**config.mk**
```make
export PLATFORM = sky130hd
export DESIGN_NAME = radar_frontend_top
export DESIGN_NICKNAME = d
export VERILOG_FILES = /design/src/hdl/radar_pkg.sv /design/src/hdl/sweep_control.sv /design/src/hdl/boxcar_decimator.sv /design/src/hdl/sample_fifo.sv /design/src/hdl/host_tx.sv /design/src/hdl/radar_frontend_top.sv
export SDC_FILE = /design/constraint.sdc
export NUM_CORES = 1
export LEC_CHECK = 0
export ABC_CLOCK_PERIOD_IN_PS = 2310
export BUFFER_PORTS_ARGS = -buffer_cell sky130_fd_sc_hd__clkbuf_2
export CELL_PAD_IN_SITES_DETAIL_PLACEMENT = 1
export CELL_PAD_IN_SITES_GLOBAL_PLACEMENT = 1
export CORE_UTILIZATION = 40
export CTS_BUF_LIST = sky130_fd_sc_hd__clkbuf_8
export DETAILED_ROUTE_END_ITERATION = 16
export MAX_ROUTING_LAYER = met4
export PLACE_DENSITY = 0.65
export SYNTH_ARGS = -nofsm -noshare
export SYNTH_HDL_FRONTEND = slang
export SYNTH_SLANG_ARGS = --single-unit
```
**constraint.sdc**
```tcl
create_clock -name clk -period 2.31 [get_ports clk]
set_input_delay 0.231 -clock clk [delete_from_list [all_inputs] [get_ports clk]]
set_output_delay 0.231 -clock clk [all_outputs]
set_load 0.05 [all_outputs]
```
**src/hdl/radar_pkg.sv**
```systemverilog
package radar_pkg;

   // Raw converter width
   localparam int ADC_W = 12;

   localparam int SAMPLE_W = 16;

   // One averaged sample, unsigned
   typedef logic [SAMPLE_W-1:0] sample_t;

   // Sequencer states
   typedef enum logic [2:0] {
      WAIT_LOCK = 3'd0,   // Synth lock plus first ramp
      ACQUIRE   = 3'd1,
      RAMP_WAIT = 3'd2,   // Between ramps of one frame
      DRAIN     = 3'd3,   // Frame FIFO into host buffer
      HOST_WAIT = 3'd4
   } seq_state_e;

endpackage

```
**src/hdl/sweep_control.sv**
```systemverilog
module sweep_control #(
   parameter int unsigned SAMPLES_PER_RAMP = 16
) (
   input  logic                   clk,
   input  logic                   rst_n,
   input  logic                   synth_locked,
   input  logic                   ramp_start,
   input  logic                   adc_valid,
   input  logic                   fifo_full,
   input  logic                   fifo_empty,
   input  logic                   buf_full,
   input  logic                   buf_empty,
   output logic                   acq_en,
   output logic                   fifo_rd,
   output radar_pkg::seq_state_e  state
);

   import radar_pkg::*;

   localparam int CNT_W = $clog2(SAMPLES_PER_RAMP + 1);
   localparam logic [CNT_W-1:0] LAST_SMP = CNT_W'(SAMPLES_PER_RAMP - 1);

   logic [CNT_W-1:0] smp_cnt;

   always_ff @(posedge clk) begin
      if (!rst_n) begin
         state   <= WAIT_LOCK;
         smp_cnt <= '0;
      end else begin
         case (state)
            WAIT_LOCK: begin
               if (synth_locked && ramp_start) begin
                  state <= ACQUIRE;
               end
            end

            ACQUIRE: begin
               if (fifo_full) begin
                  state   <= DRAIN;
                  smp_cnt <= '0;
               end else if (adc_valid) begin
                  if (smp_cnt == LAST_SMP) begin
                     smp_cnt <= '0;
                     state   <= RAMP_WAIT;
                  end else begin
                     smp_cnt <= smp_cnt + 1'b1;
                  end
               end
            end

            RAMP_WAIT: begin
               // Frame complete once the last word lands
               if (fifo_full) begin
                  state <= DRAIN;
               end else if (ramp_start) begin
                  state <= ACQUIRE;
               end
            end

            DRAIN: begin
               if (fifo_empty) begin
                  state <= HOST_WAIT;
               end
            end

            HOST_WAIT: begin
               // Ramp skipped if host still has words pending
               if (ramp_start && buf_empty) begin
                  state <= ACQUIRE;
               end
            end

            default: begin
               state   <= WAIT_LOCK;
               smp_cnt <= '0;
            end
         endcase
      end
   end

   always_comb begin
      acq_en  = (state == ACQUIRE);
      fifo_rd = (state == DRAIN) && !fifo_empty && !buf_full;   // Also the host push
   end

endmodule

```
**src/hdl/boxcar_decimator.sv**
```systemverilog
module boxcar_decimator #(
   parameter int unsigned DEC_LG = 2
) (
   input  logic                         clk,
   input  logic                         rst_n,
   input  logic                         acq_en,
   input  logic                         adc_valid,
   input  logic [radar_pkg::ADC_W-1:0]  adc_data,
   output radar_pkg::sample_t           dec_data,
   output logic                         dec_valid
);

   import radar_pkg::*;

   localparam int SUM_W = ADC_W + DEC_LG;
   localparam int GRP_W = (DEC_LG > 0) ? DEC_LG : 1;
   localparam logic [GRP_W-1:0] GRP_LAST = GRP_W'((1 << DEC_LG) - 1);

   logic [SUM_W-1:0] acc;
   logic [GRP_W-1:0] grp_cnt;
   logic [SUM_W-1:0] acc_next;

   assign acc_next = acc + SUM_W'(adc_data);

   // Group control
   always_ff @(posedge clk) begin
      if (!rst_n) begin
         acc       <= '0;
         grp_cnt   <= '0;
         dec_valid <= 1'b0;
      end else begin
         dec_valid <= 1'b0;
         if (!acq_en) begin
            acc     <= '0;   // Partial group dropped
            grp_cnt <= '0;
         end else if (adc_valid) begin
            if (grp_cnt == GRP_LAST) begin
               acc       <= '0;
               grp_cnt   <= '0;
               dec_valid <= 1'b1;
            end else begin
               acc     <= acc_next;
               grp_cnt <= grp_cnt + 1'b1;
            end
         end
      end
   end

   // Truncated mean of the finished group
   always_ff @(posedge clk) begin
      if (acq_en && adc_valid && grp_cnt == GRP_LAST) begin
         dec_data <= sample_t'(acc_next[SUM_W-1:DEC_LG]);
      end
   end

endmodule

```
**src/hdl/sample_fifo.sv**
```systemverilog
module sample_fifo #(
   parameter int unsigned DEPTH = 8,
   parameter type         T     = logic [15:0]
) (
   input  logic clk,
   input  logic rst_n,
   input  logic wr_en,
   input  logic rd_en,
   input  T     wr_data,
   output T     rd_data,
   output logic full,
   output logic empty
);

   localparam int PTR_W = (DEPTH > 1) ? $clog2(DEPTH) : 1;
   localparam int CNT_W = $clog2(DEPTH + 1);
   localparam logic [PTR_W-1:0] PTR_LAST = PTR_W'(DEPTH - 1);

   T mem [DEPTH];

   logic [PTR_W-1:0] wr_ptr;
   logic [PTR_W-1:0] rd_ptr;
   logic [CNT_W-1:0] count;

   assign full    = (count == CNT_W'(DEPTH));
   assign empty   = (count == '0);
   assign rd_data = mem[rd_ptr];   // Show-ahead head word

   always_ff @(posedge clk) begin
      if (wr_en) begin
         mem[wr_ptr] <= wr_data;
      end
   end

   always_ff @(posedge clk) begin
      if (!rst_n) begin
         wr_ptr <= '0;
         rd_ptr <= '0;
         count  <= '0;
      end else begin
         if (wr_en) begin
            wr_ptr <= (wr_ptr == PTR_LAST) ? '0 : wr_ptr + 1'b1;
         end
         if (rd_en) begin
            rd_ptr <= (rd_ptr == PTR_LAST) ? '0 : rd_ptr + 1'b1;
         end
         case ({wr_en, rd_en})
            2'b10:   count <= count + 1'b1;
            2'b01:   count <= count - 1'b1;
            default: count <= count;
         endcase
      end
   end

   no_overflow_a : assert property (
      @(posedge clk) disable iff (!rst_n)
      wr_en |-> !full
   ) else $error("write into full FIFO");

   no_underflow_a : assert property (
      @(posedge clk) disable iff (!rst_n)
      rd_en |-> !empty
   ) else $error("read from empty FIFO");

endmodule

```
**src/hdl/host_tx.sv**
```systemverilog
module host_tx #(
   parameter int unsigned TX_CREDITS = 4
) (
   input  logic               clk,
   input  logic               rst_n,
   input  logic               push,
   input  radar_pkg::sample_t push_data,
   input  logic               tx_credit,
   output logic               buf_full,
   output logic               buf_empty,
   output logic               tx_valid,
   output radar_pkg::sample_t tx_data
);

   import radar_pkg::*;

   localparam int PTR_W = (TX_CREDITS > 1) ? $clog2(TX_CREDITS) : 1;
   localparam int CNT_W = $clog2(TX_CREDITS + 1);
   localparam logic [PTR_W-1:0] PTR_LAST = PTR_W'(TX_CREDITS - 1);
   localparam logic [CNT_W-1:0] CRED_MAX = CNT_W'(TX_CREDITS);

   sample_t buf_mem [TX_CREDITS];

   logic [PTR_W-1:0] wr_ptr;
   logic [PTR_W-1:0] rd_ptr;
   logic [CNT_W-1:0] count;
   logic [CNT_W-1:0] credits;

   assign buf_full  = (count == CRED_MAX);
   assign buf_empty = (count == '0);

   // Oldest word goes out whenever a credit is held
   assign tx_valid = !buf_empty && (credits != '0);
   assign tx_data  = buf_mem[rd_ptr];

   always_ff @(posedge clk) begin
      if (push) begin
         buf_mem[wr_ptr] <= push_data;
      end
   end

   always_ff @(posedge clk) begin
      if (!rst_n) begin
         wr_ptr  <= '0;
         rd_ptr  <= '0;
         count   <= '0;
         credits <= CRED_MAX;   // Host grant at start
      end else begin
         if (push) begin
            wr_ptr <= (wr_ptr == PTR_LAST) ? '0 : wr_ptr + 1'b1;
         end
         if (tx_valid) begin
            rd_ptr <= (rd_ptr == PTR_LAST) ? '0 : rd_ptr + 1'b1;
         end
         case ({push, tx_valid})
            2'b10:   count <= count + 1'b1;
            2'b01:   count <= count - 1'b1;
            default: count <= count;
         endcase
         case ({tx_credit, tx_valid})
            2'b10:   credits <= credits + 1'b1;
            2'b01:   credits <= credits - 1'b1;
            default: credits <= credits;
         endcase
      end
   end

   no_push_full_a : assert property (
      @(posedge clk) disable iff (!rst_n)
      push |-> !buf_full
   ) else $error("host buffer pushed while full");

   credit_bound_a : assert property (
      @(posedge clk) disable iff (!rst_n)
      credits <= CRED_MAX
   ) else $error("host returned more credits than granted");

endmodule

```
**src/hdl/radar_frontend_top.sv**
```systemverilog
module radar_frontend_top #(
   parameter int unsigned SAMPLES_PER_RAMP = 16,
   parameter int unsigned DEC_LG           = 2,
   parameter int unsigned FRAME_WORDS      = 8,
   parameter int unsigned TX_CREDITS       = 4
) (
   input  logic                         clk,
   input  logic                         rst_n,
   input  logic                         synth_locked,
   input  logic                         ramp_start,
   input  logic                         adc_valid,
   input  logic                         tx_credit,
   input  logic [radar_pkg::ADC_W-1:0]  adc_data,
   output logic                         tx_valid,
   output radar_pkg::sample_t           tx_data
);

   import radar_pkg::*;

   logic       acq_en;
   logic       fifo_rd;
   logic       fifo_full;
   logic       fifo_empty;
   logic       buf_full;
   logic       buf_empty;
   logic       dec_valid;
   sample_t    dec_data;
   sample_t    rd_data;
   seq_state_e seq_state;

   sweep_control #(
      .SAMPLES_PER_RAMP (SAMPLES_PER_RAMP)
   ) seq_i (
      .clk          (clk),
      .rst_n        (rst_n),
      .synth_locked (synth_locked),
      .ramp_start   (ramp_start),
      .adc_valid    (adc_valid),
      .fifo_full    (fifo_full),
      .fifo_empty   (fifo_empty),
      .buf_full     (buf_full),
      .buf_empty    (buf_empty),
      .acq_en       (acq_en),
      .fifo_rd      (fifo_rd),
      .state        (seq_state)
   );

   boxcar_decimator #(
      .DEC_LG (DEC_LG)
   ) dec_i (
      .clk       (clk),
      .rst_n     (rst_n),
      .acq_en    (acq_en),
      .adc_valid (adc_valid),
      .adc_data  (adc_data),
      .dec_data  (dec_data),
      .dec_valid (dec_valid)
   );

   // Decimator writes straight in, ungated
   sample_fifo #(
      .DEPTH (FRAME_WORDS),
      .T     (sample_t)
   ) fifo_i (
      .clk     (clk),
      .rst_n   (rst_n),
      .wr_en   (dec_valid),
      .rd_en   (fifo_rd),
      .wr_data (dec_data),
      .rd_data (rd_data),
      .full    (fifo_full),
      .empty   (fifo_empty)
   );

   host_tx #(
      .TX_CREDITS (TX_CREDITS)
   ) tx_i (
      .clk       (clk),
      .rst_n     (rst_n),
      .push      (fifo_rd),
      .push_data (rd_data),
      .tx_credit (tx_credit),
      .buf_full  (buf_full),
      .buf_empty (buf_empty),
      .tx_valid  (tx_valid),
      .tx_data   (tx_data)
   );

   // Frame must be complete before the drain starts
   no_late_word_a : assert property (
      @(posedge clk) disable iff (!rst_n)
      (seq_state == DRAIN || seq_state == HOST_WAIT) |-> !dec_valid
   ) else $error("decimated word arrived after frame handoff");

endmodule

```
**After elaboration in Yosys (flattened, before gate mapping)**

Memory sizes are Yosys's and may differ from the RTL's. A register that Yosys moved wholly into a read port is not among the register bits.
Cells that the tools add are included.

- Memories kept: 2
- Logic and storage cells: 106
- Register bits: 57
- Output and inout port bits: 17
- Bits in writable memories: 160

- Eq/ne operators: 24
- $add $sub $neg: 13
- Muxes and demuxes: 31
- Bitwise gates (word level): 1
- Reduce and logical (&&, ||, !) cells: 22

Memories:

| memory | depth | bits a word | read ports | clocked after memory_dff | wr ports | line | source |
|---|---|---|---|---|---|---|---|
| fifo_i.mem | 8 | 12 | 1 | 1 | 1 | sample_fifo.sv:19 | `T mem [DEPTH];` |
| tx_i.buf_mem | 4 | 16 | 1 | 1 | 1 | host_tx.sv:22 | `sample_t buf_mem [TX_CREDITS];` |

Operator list:

| cell | count |
|---|---|
| 2-to-1 mux 3 bit | 12 |
| 2-to-1 mux 5 bit | 3 |
| one-hot mux 3 bit (5 select lines) | 1 |
| adder 14 x 12 -> 14 bit | 1 |
| 2-to-1 mux 14 bit | 1 |
| adder 3 x 1 -> 3 bit, second input constant | 4 |
| equality test 2 bit, second input constant | 6 |
| equality test 3 bit, second input constant | 4 |
| one-hot mux 3 bit (2 select lines) | 2 |
| 2-to-1 mux 2 bit | 5 |
| one-hot mux 5 bit (2 select lines) | 1 |
| inequality test 3 bit, second input constant | 3 |
| one-hot mux 4 bit (2 select lines) | 1 |
| logical AND 1 bit | 7 |
| adder 2 x 1 -> 2 bit, second input constant | 3 |
| equality test 2 x 1 -> 1 bit, second input constant | 3 |
| equality test 3 x 2 -> 1 bit, second input constant | 2 |
| zero test 3 bit | 2 |
| inequality test 2 x 1 -> 1 bit, second input constant | 3 |
| AND reduction 6 bit | 1 |
| nonzero test 2 bit | 3 |
| subtractor 3 x 1 -> 3 bit, second input constant | 2 |
| adder 5 x 1 -> 5 bit, second input constant | 1 |
| equality test 5 x 4 -> 1 bit, second input constant | 1 |
| 12 further kinds | 19 |

**Logic depth before layout (Yosys ltp)**

- Word-level depth: 6
- Gate-level depth with buffers: 11
- Mapped depth without buffers: 9

**Hierarchy**

Synthesis repeated with hierarchy kept, for this count alone.

- Cell total of the unflattened synthesis: 653
- Area total of the unflattened synthesis: 10850.4 sq um

Modules (own cells, without submodules):

| module | cells each | area each (sq um) | seq. area each (sq um) | instances |
|---|---|---|---|---|
| sample_fifo | 259 | 5596.6 | 4103.9 | 1 |
| host_tx | 154 | 2986.6 | 2162.1 | 1 |
| boxcar_decimator | 182 | 1744.2 | 700.7 | 1 |
| sweep_control | 58 | 523.0 | 160.2 | 1 |

**Least setup slack after synthesis**

No wires, ideal clock.

- Path type: flip-flop to flip-flop
- Start: register tx_i.count[0]
- End: register tx_i.count[2]
- Slack: -365 ps
- Library setup time: 70 ps
- Arrival: 2605 ps
- Required time: 2240 ps
- Period minus slack after synthesis: 2675 ps
- Stages on the path, launching flop included: 9
- Cell sequence: dfxtp_1 -> nor3_1 -> nor2_1 -> ha_1 -> inv_1 -> fa_1 -> xor2_1 -> or3_1 -> a21oi_1

- Word-level cells in the longest chain between the ends: 5
- Elaborated cells between the ends (all ways): 12
- Classes of those cells: add/sub: 2; eq/ne: 3; mux: 1; reduce/logical: 6

RTL lines:

| item | line | source |
|---|---|---|
| start, declared | host_tx.sv:26 | `logic [CNT_W-1:0] count;` |
| start signal, assigned | host_tx.sv:56 | `2'b10: count <= count + 1'b1;` |
| start signal, assigned | host_tx.sv:57 | `2'b01: count <= count - 1'b1;` |
| start signal, assigned | host_tx.sv:58 | `default: count <= count;` |
| zero test 3 bit (*) | host_tx.sv:30 | `assign buf_empty = (count == '0);` |
| zero test 1 bit (*) | host_tx.sv:33 | `assign tx_valid = !buf_empty && (credits != '0);` |
| logical AND 1 bit (*) | host_tx.sv:33 |  |
| via tx_valid | radar_frontend_top.sv:14 | `output logic tx_valid,` |
| equality test 2 x 1 -> 1 bit / equality test 2 bit (equally long branches) | host_tx.sv:55 | `case ({push, tx_valid})` |
| one-hot mux 3 bit (2 select lines) / nonzero test 2 bit (equally long branches) | - |  |

The timed path passes the listed nets; every way through them passes the cells marked *.
A chain may end at the register's enable or synchronous reset.

**Final worst setup path**

- Start: register fifo_i.count[3]
- End: register tx_i.count[2]

- Word-level cells in the longest chain between the ends: 6
- Elaborated cells between the ends (all ways): 8
- Classes of those cells: eq/ne: 2; mux: 1; reduce/logical: 5

RTL lines:

| item | line | source |
|---|---|---|
| start, declared | sample_fifo.sv:23 | `logic [CNT_W-1:0] count;` |
| start signal, assigned | sample_fifo.sv:48 | `2'b10: count <= count + 1'b1;` |
| start signal, assigned | sample_fifo.sv:49 | `2'b01: count <= count - 1'b1;` |
| start signal, assigned | sample_fifo.sv:50 | `default: count <= count;` |
| zero test 4 bit (*) | sample_fifo.sv:26 | `assign empty = (count == '0);` |
| zero test 1 bit (*) | sweep_control.sv:83 | `fifo_rd = (state == DRAIN) && !fifo_empty && !buf_full;` |
| logical AND 1 bit (*) (2 in series) | sweep_control.sv:83 |  |
| equality test 2 x 1 -> 1 bit / equality test 2 bit (equally long branches) | host_tx.sv:55 |  |
| one-hot mux 3 bit (2 select lines) / nonzero test 2 bit (equally long branches) | - |  |

Every way passes the cells marked *; elsewhere a longest branch is shown, timed or not.

==> results by group <==
Yosys
  • Sequential fraction of the synthesis area: 64.75%
  • Simple-Gate Fraction of Synth Area: 8.920%
  • Synthesis Warnings: 0
  • Distinct cells, synth: 61
  • Number of enable flip-flop cells after synthesis: 156
  • Cells after synthesis: 584
  • Post-synthesis mux area share: 11.68%
  • Largest family of logic cells by synthesized area: multiplexers
  • Compound-Gate Fraction of Synth Area: 6.426%
  • Xor/xnor share of the synthesized area: 1.297%
  • Synthesized area per cell: 15.04 µm²
  • #FFs+latches synth: 206
  • Ys flop type: edfxtp_1
  • Fraction of registers with async set/reset: 0%
  • Adder-cell area share of the yosys netlist: 4.674%
  • Mapped cell area: 8781 µm²

Clock tree
  • Clock sink count: 206
  • Clk_lat worst skew: 0.53 ns
  • Hold-fix buffers at CTS: 0
  • CTS tree: done
  • CTS Root Cell: clkbuf_8
  • H-tree depth: 2
  • TritonCTS buffer count: 35
  • Worst-path clk slew: 0.06 ns
  • Clk buf depth: 3

Route
  • Vias per cell: 5.228
  • Initial DRC count: 163
  • Via count: 5061
  • Routed length per instance: 18.33 µm
  • Remaining DRCs: 0
  • Pre-antenna DRT Iters: 4
  • WL final: 17740 µm
  • Post-DRT Antenna Nets: 0

Die
  • Core Region: 21290 µm²
  • Initial Util: 41.25%
  • I/O Pins: 35
  • Num rows: 53
  • Die H: 150.2 µm
  • Die area: 22550 µm²
  • Die Wd: 150.2 µm

Placement
  • DP Wirelength: 11880 µm
  • Placed insts: 903
  • # port buffers: 30
  • GP Congestion: 0.8226

Min path
  • Worst Hold Class: in2reg

Final layout
  • Layout cells sized above 1: 24.82%
  • Fin nets: 717
  • Ant. Diodes: 0
  • Area Growth Syn to Fin: 15.33%
  • Fin cells: 968

Setup path
  • Reg2reg setup slack: 0.05 ns
  • Crit Path Class: reg2reg
  • Crit Reg-Reg Startpoint: fifo_i.count[3]
  • CP Launch Type: flip-flop
  • Crit path from: fifo_i.count[3]
  • R2R cell count: 11
  • Critical Path AT: 2.72 ns
  • R2R Path End: tx_i.count[2]
  • CP required: 2.77 ns
  • Worst setup EP type: flip-flop
  • CP max FO: 4
  • CP Capture Point: tx_i.count[2]

Timing
  • Layout Skew: 0.02668 ns
  • RSZ-0062 raised after global routing: yes
  • Worst Tran Pin Value: 0.7072 ns
  • Final hold vios: 0
  • TNS Setup: 0 ns
  • FMAX: 0.4420 GHz
  • Setup-failing EPs final: 0
  • Rel. slew slack: 52.79%
  • Tcrit/Tclk final: 97.94%
  • Fin crit period: 2.262 ns
  • Max-slew violations: 0

GRT
  • Vias in the first global route: 5579
  • GRT Resource Usage Total: 17.02%
  • Antenna violations before repair: 0
  • GRT overflow: 0
  • Pin count of the biggest net entering global routing: 25
  • Global-route wire length before repair: 28460 µm

Pwr
  • Leakage power: 0.003547 µW
  • P_int: 5957 µW
  • Sw Ratio: 28.03%
  • Cell Pwr Density: 817.3 nW/µm²
  • Logic pwr share: 15.8%
  • Psw: 2320 µW
  • Max VDD drop: 0.3104 mV
  • Power share of the clock group: 34.8%
  • Flop pwr share: 49.3%

Status
  • Status: complete, no violations

Run
  • Max-cap viol count: 0
[routing by layer]
layer | up-vias | routed length [µm] | GRT usage (%) | part of all wire (%)
li1 | 2395 | - | - | -
met1 | 2544 | 7845 | 19.90 | 44
met2 | 80 | 8856 | 28.98 | 50
met3 | 42 | 596 | 3.303 | 3.4
met4 | 0 | 442 | 6.566 | 2.5
met5 | - | 0 | - | 0
[Yosys cell counts, types with 2 or more instances]
master	instances	area share, %
a211o_1	4	0.40
a211oi_1	2	0.17
a21o_1	3	0.26
a21oi_1	28	1.6
a22oi_1	4	0.34
a31oi_1	5	0.36
a32o_1	5	0.57
and2_1	13	0.93
buf_2	8	0.46
buf_4	5	0.43
clkbuf_1	7	0.30
dfxtp_1	50	11
edfxtp_1	156	53
fa_1	3	0.68
ha_1	28	4.0
inv_1	19	0.81
mux2_2	12	1.5
mux2i_1	8	0.91
mux4_2	36	9.2
nand2_1	30	1.3
nand2b_1	10	0.71
nand3_1	11	0.63
nand3b_1	3	0.26
nand4_1	2	0.14
nand4b_1	4	0.40
nor2_1	45	1.9
nor2b_1	2	0.14
nor3_1	9	0.51
nor3b_1	3	0.26
o2111ai_1	2	0.20
o21a_1	2	0.17
o21ai_0	15	0.85
o21bai_1	2	0.17
o31ai_1	2	0.17
or3_1	9	0.64
xnor2_1	2	0.20
xor2_1	11	1.1
[placed cells by master, fill, tap and decap left out, types with 11 or more instances in the layout]
| cell | netlist | final |
|---|---|---|
| ha_1 | 28 | 25 |
| o21ai_0 | 15 | 15 |
| clkbuf_2 | 0 | 30 |
| nor2_1 | 45 | 44 |
| nand3_1 | 11 | 11 |
| clkbuf_8 | 0 | 36 |
| dfxtp_1 | 50 | 50 |
| a21oi_1 | 28 | 26 |
| mux4_2 | 36 | 36 |
| and2_1 | 13 | 13 |
| mux2_2 | 12 | 12 |
| buf_4 | 5 | 35 |
| nand2_1 | 30 | 30 |
| edfxtp_1 | 156 | 156 |
| inv_1 | 19 | 33 |
[final cells by class]
type                       count  area (µm²)
inverter                      20       75.07
clock buffer                  36       495.5
sequential                   206        5685
tap                          275       344.1
fill                        2131       11160
multi-input combinational    339        2973
timing repair buffer          66       432.9
clock inverter                26       121.4
[state kept, by name, indices dropped and copies added, names as in the netlist, 3 cells and up, named ones only]
signal / cells
fifo_i.mem: 96
tx_i.buf_mem: 48
dec_i.acc: 14
dec_i.dec_data: 12
seq_i.smp_cnt: 5
fifo_i.count: 4
fifo_i.rd_ptr: 3
fifo_i.wr_ptr: 3
seq_i.state: 3
tx_i.count: 3
tx_i.credits: 3
[stage by stage]
| step | utilization (%) | hold WS (ns) | setup slack (ns) | instance area [µm²] | total power (µW) |
|---|---|---|---|---|---|
| 2_1_floorplan | - | 0.4079 | 0.001749 | 8812 | 5139 |
| 3_3_place_gp | 44.41 | 0.4188 | 0.02885 | 9453 | 5371 |
| 3_5_place_dp | 44.41 | 0.4665 | -0.04872 | 9453 | 5448 |
| 4_1_cts | 47.36 | 0.01912 | 0.03117 | 10080 | 8383 |
| 5_1_grt | 47.58 | 0.06198 | -0.06746 | 10130 | 8638 |
| 6_report | 47.58 | 0.04314 | 0.04753 | 10130 | 8277 |
[worst min path at each step]
stage | start | end | slack (ns) | cells after the start
CTS | rst_n | tx_i.credits[2] | 0.02 | 2
floorplan | seq_i.smp_cnt[4] | seq_i.smp_cnt[4] | 0.41 | 2
global placement | seq_i.smp_cnt[4] | seq_i.smp_cnt[4] | 0.42 | 2
global route | rst_n | tx_i.credits[2] | 0.06 | 2
detailed placement | dec_i.acc[6] | dec_i.acc[6] | 0.47 | 1
finish | rst_n | tx_i.credits[2] | 0.04 | 2
[kinds of logic after synthesis]
logic type      after synthesis
fa+ha+maj                    31
other cells                   1
buf+inv                      42
flops                       206
xor+xnor                     13
compound gates               84
simple gates                151
mux                          56
[power groups by stage]
stage | logic [µW] | registers, µW | clock network, µW
floorplan | 1000 | 4140 | 0
global placement | 1220 | 4150 | 0
detailed placement | 1290 | 4160 | 0
CTS | 1300 | 4080 | 3000
global route | 1430 | 4090 | 3110
finish | 1310 | 4080 | 2880
[what timing repair did]
item	4_1_cts	5_1_grt
setup buffers	1	2
endpoints found under the setup margin	1	5
hold endpoints to repair	0	0
gates cloned	0	0
pin swaps	2	2
resized for setup	2	6
[critical path: stages, from the launching register on]
cell	delay, ns
dfxtp_1	0.32
nor4_2	0.27
buf_4	0.16
a2111oi_2	0.03
buf_4	0.17
inv_1	0.08
ha_2	0.18
inv_1	0.06
fa_2	0.34
xor2_1	0.16
or3_1	0.33
a21oi_2	0.13
(Power assumes the default switching activity.)
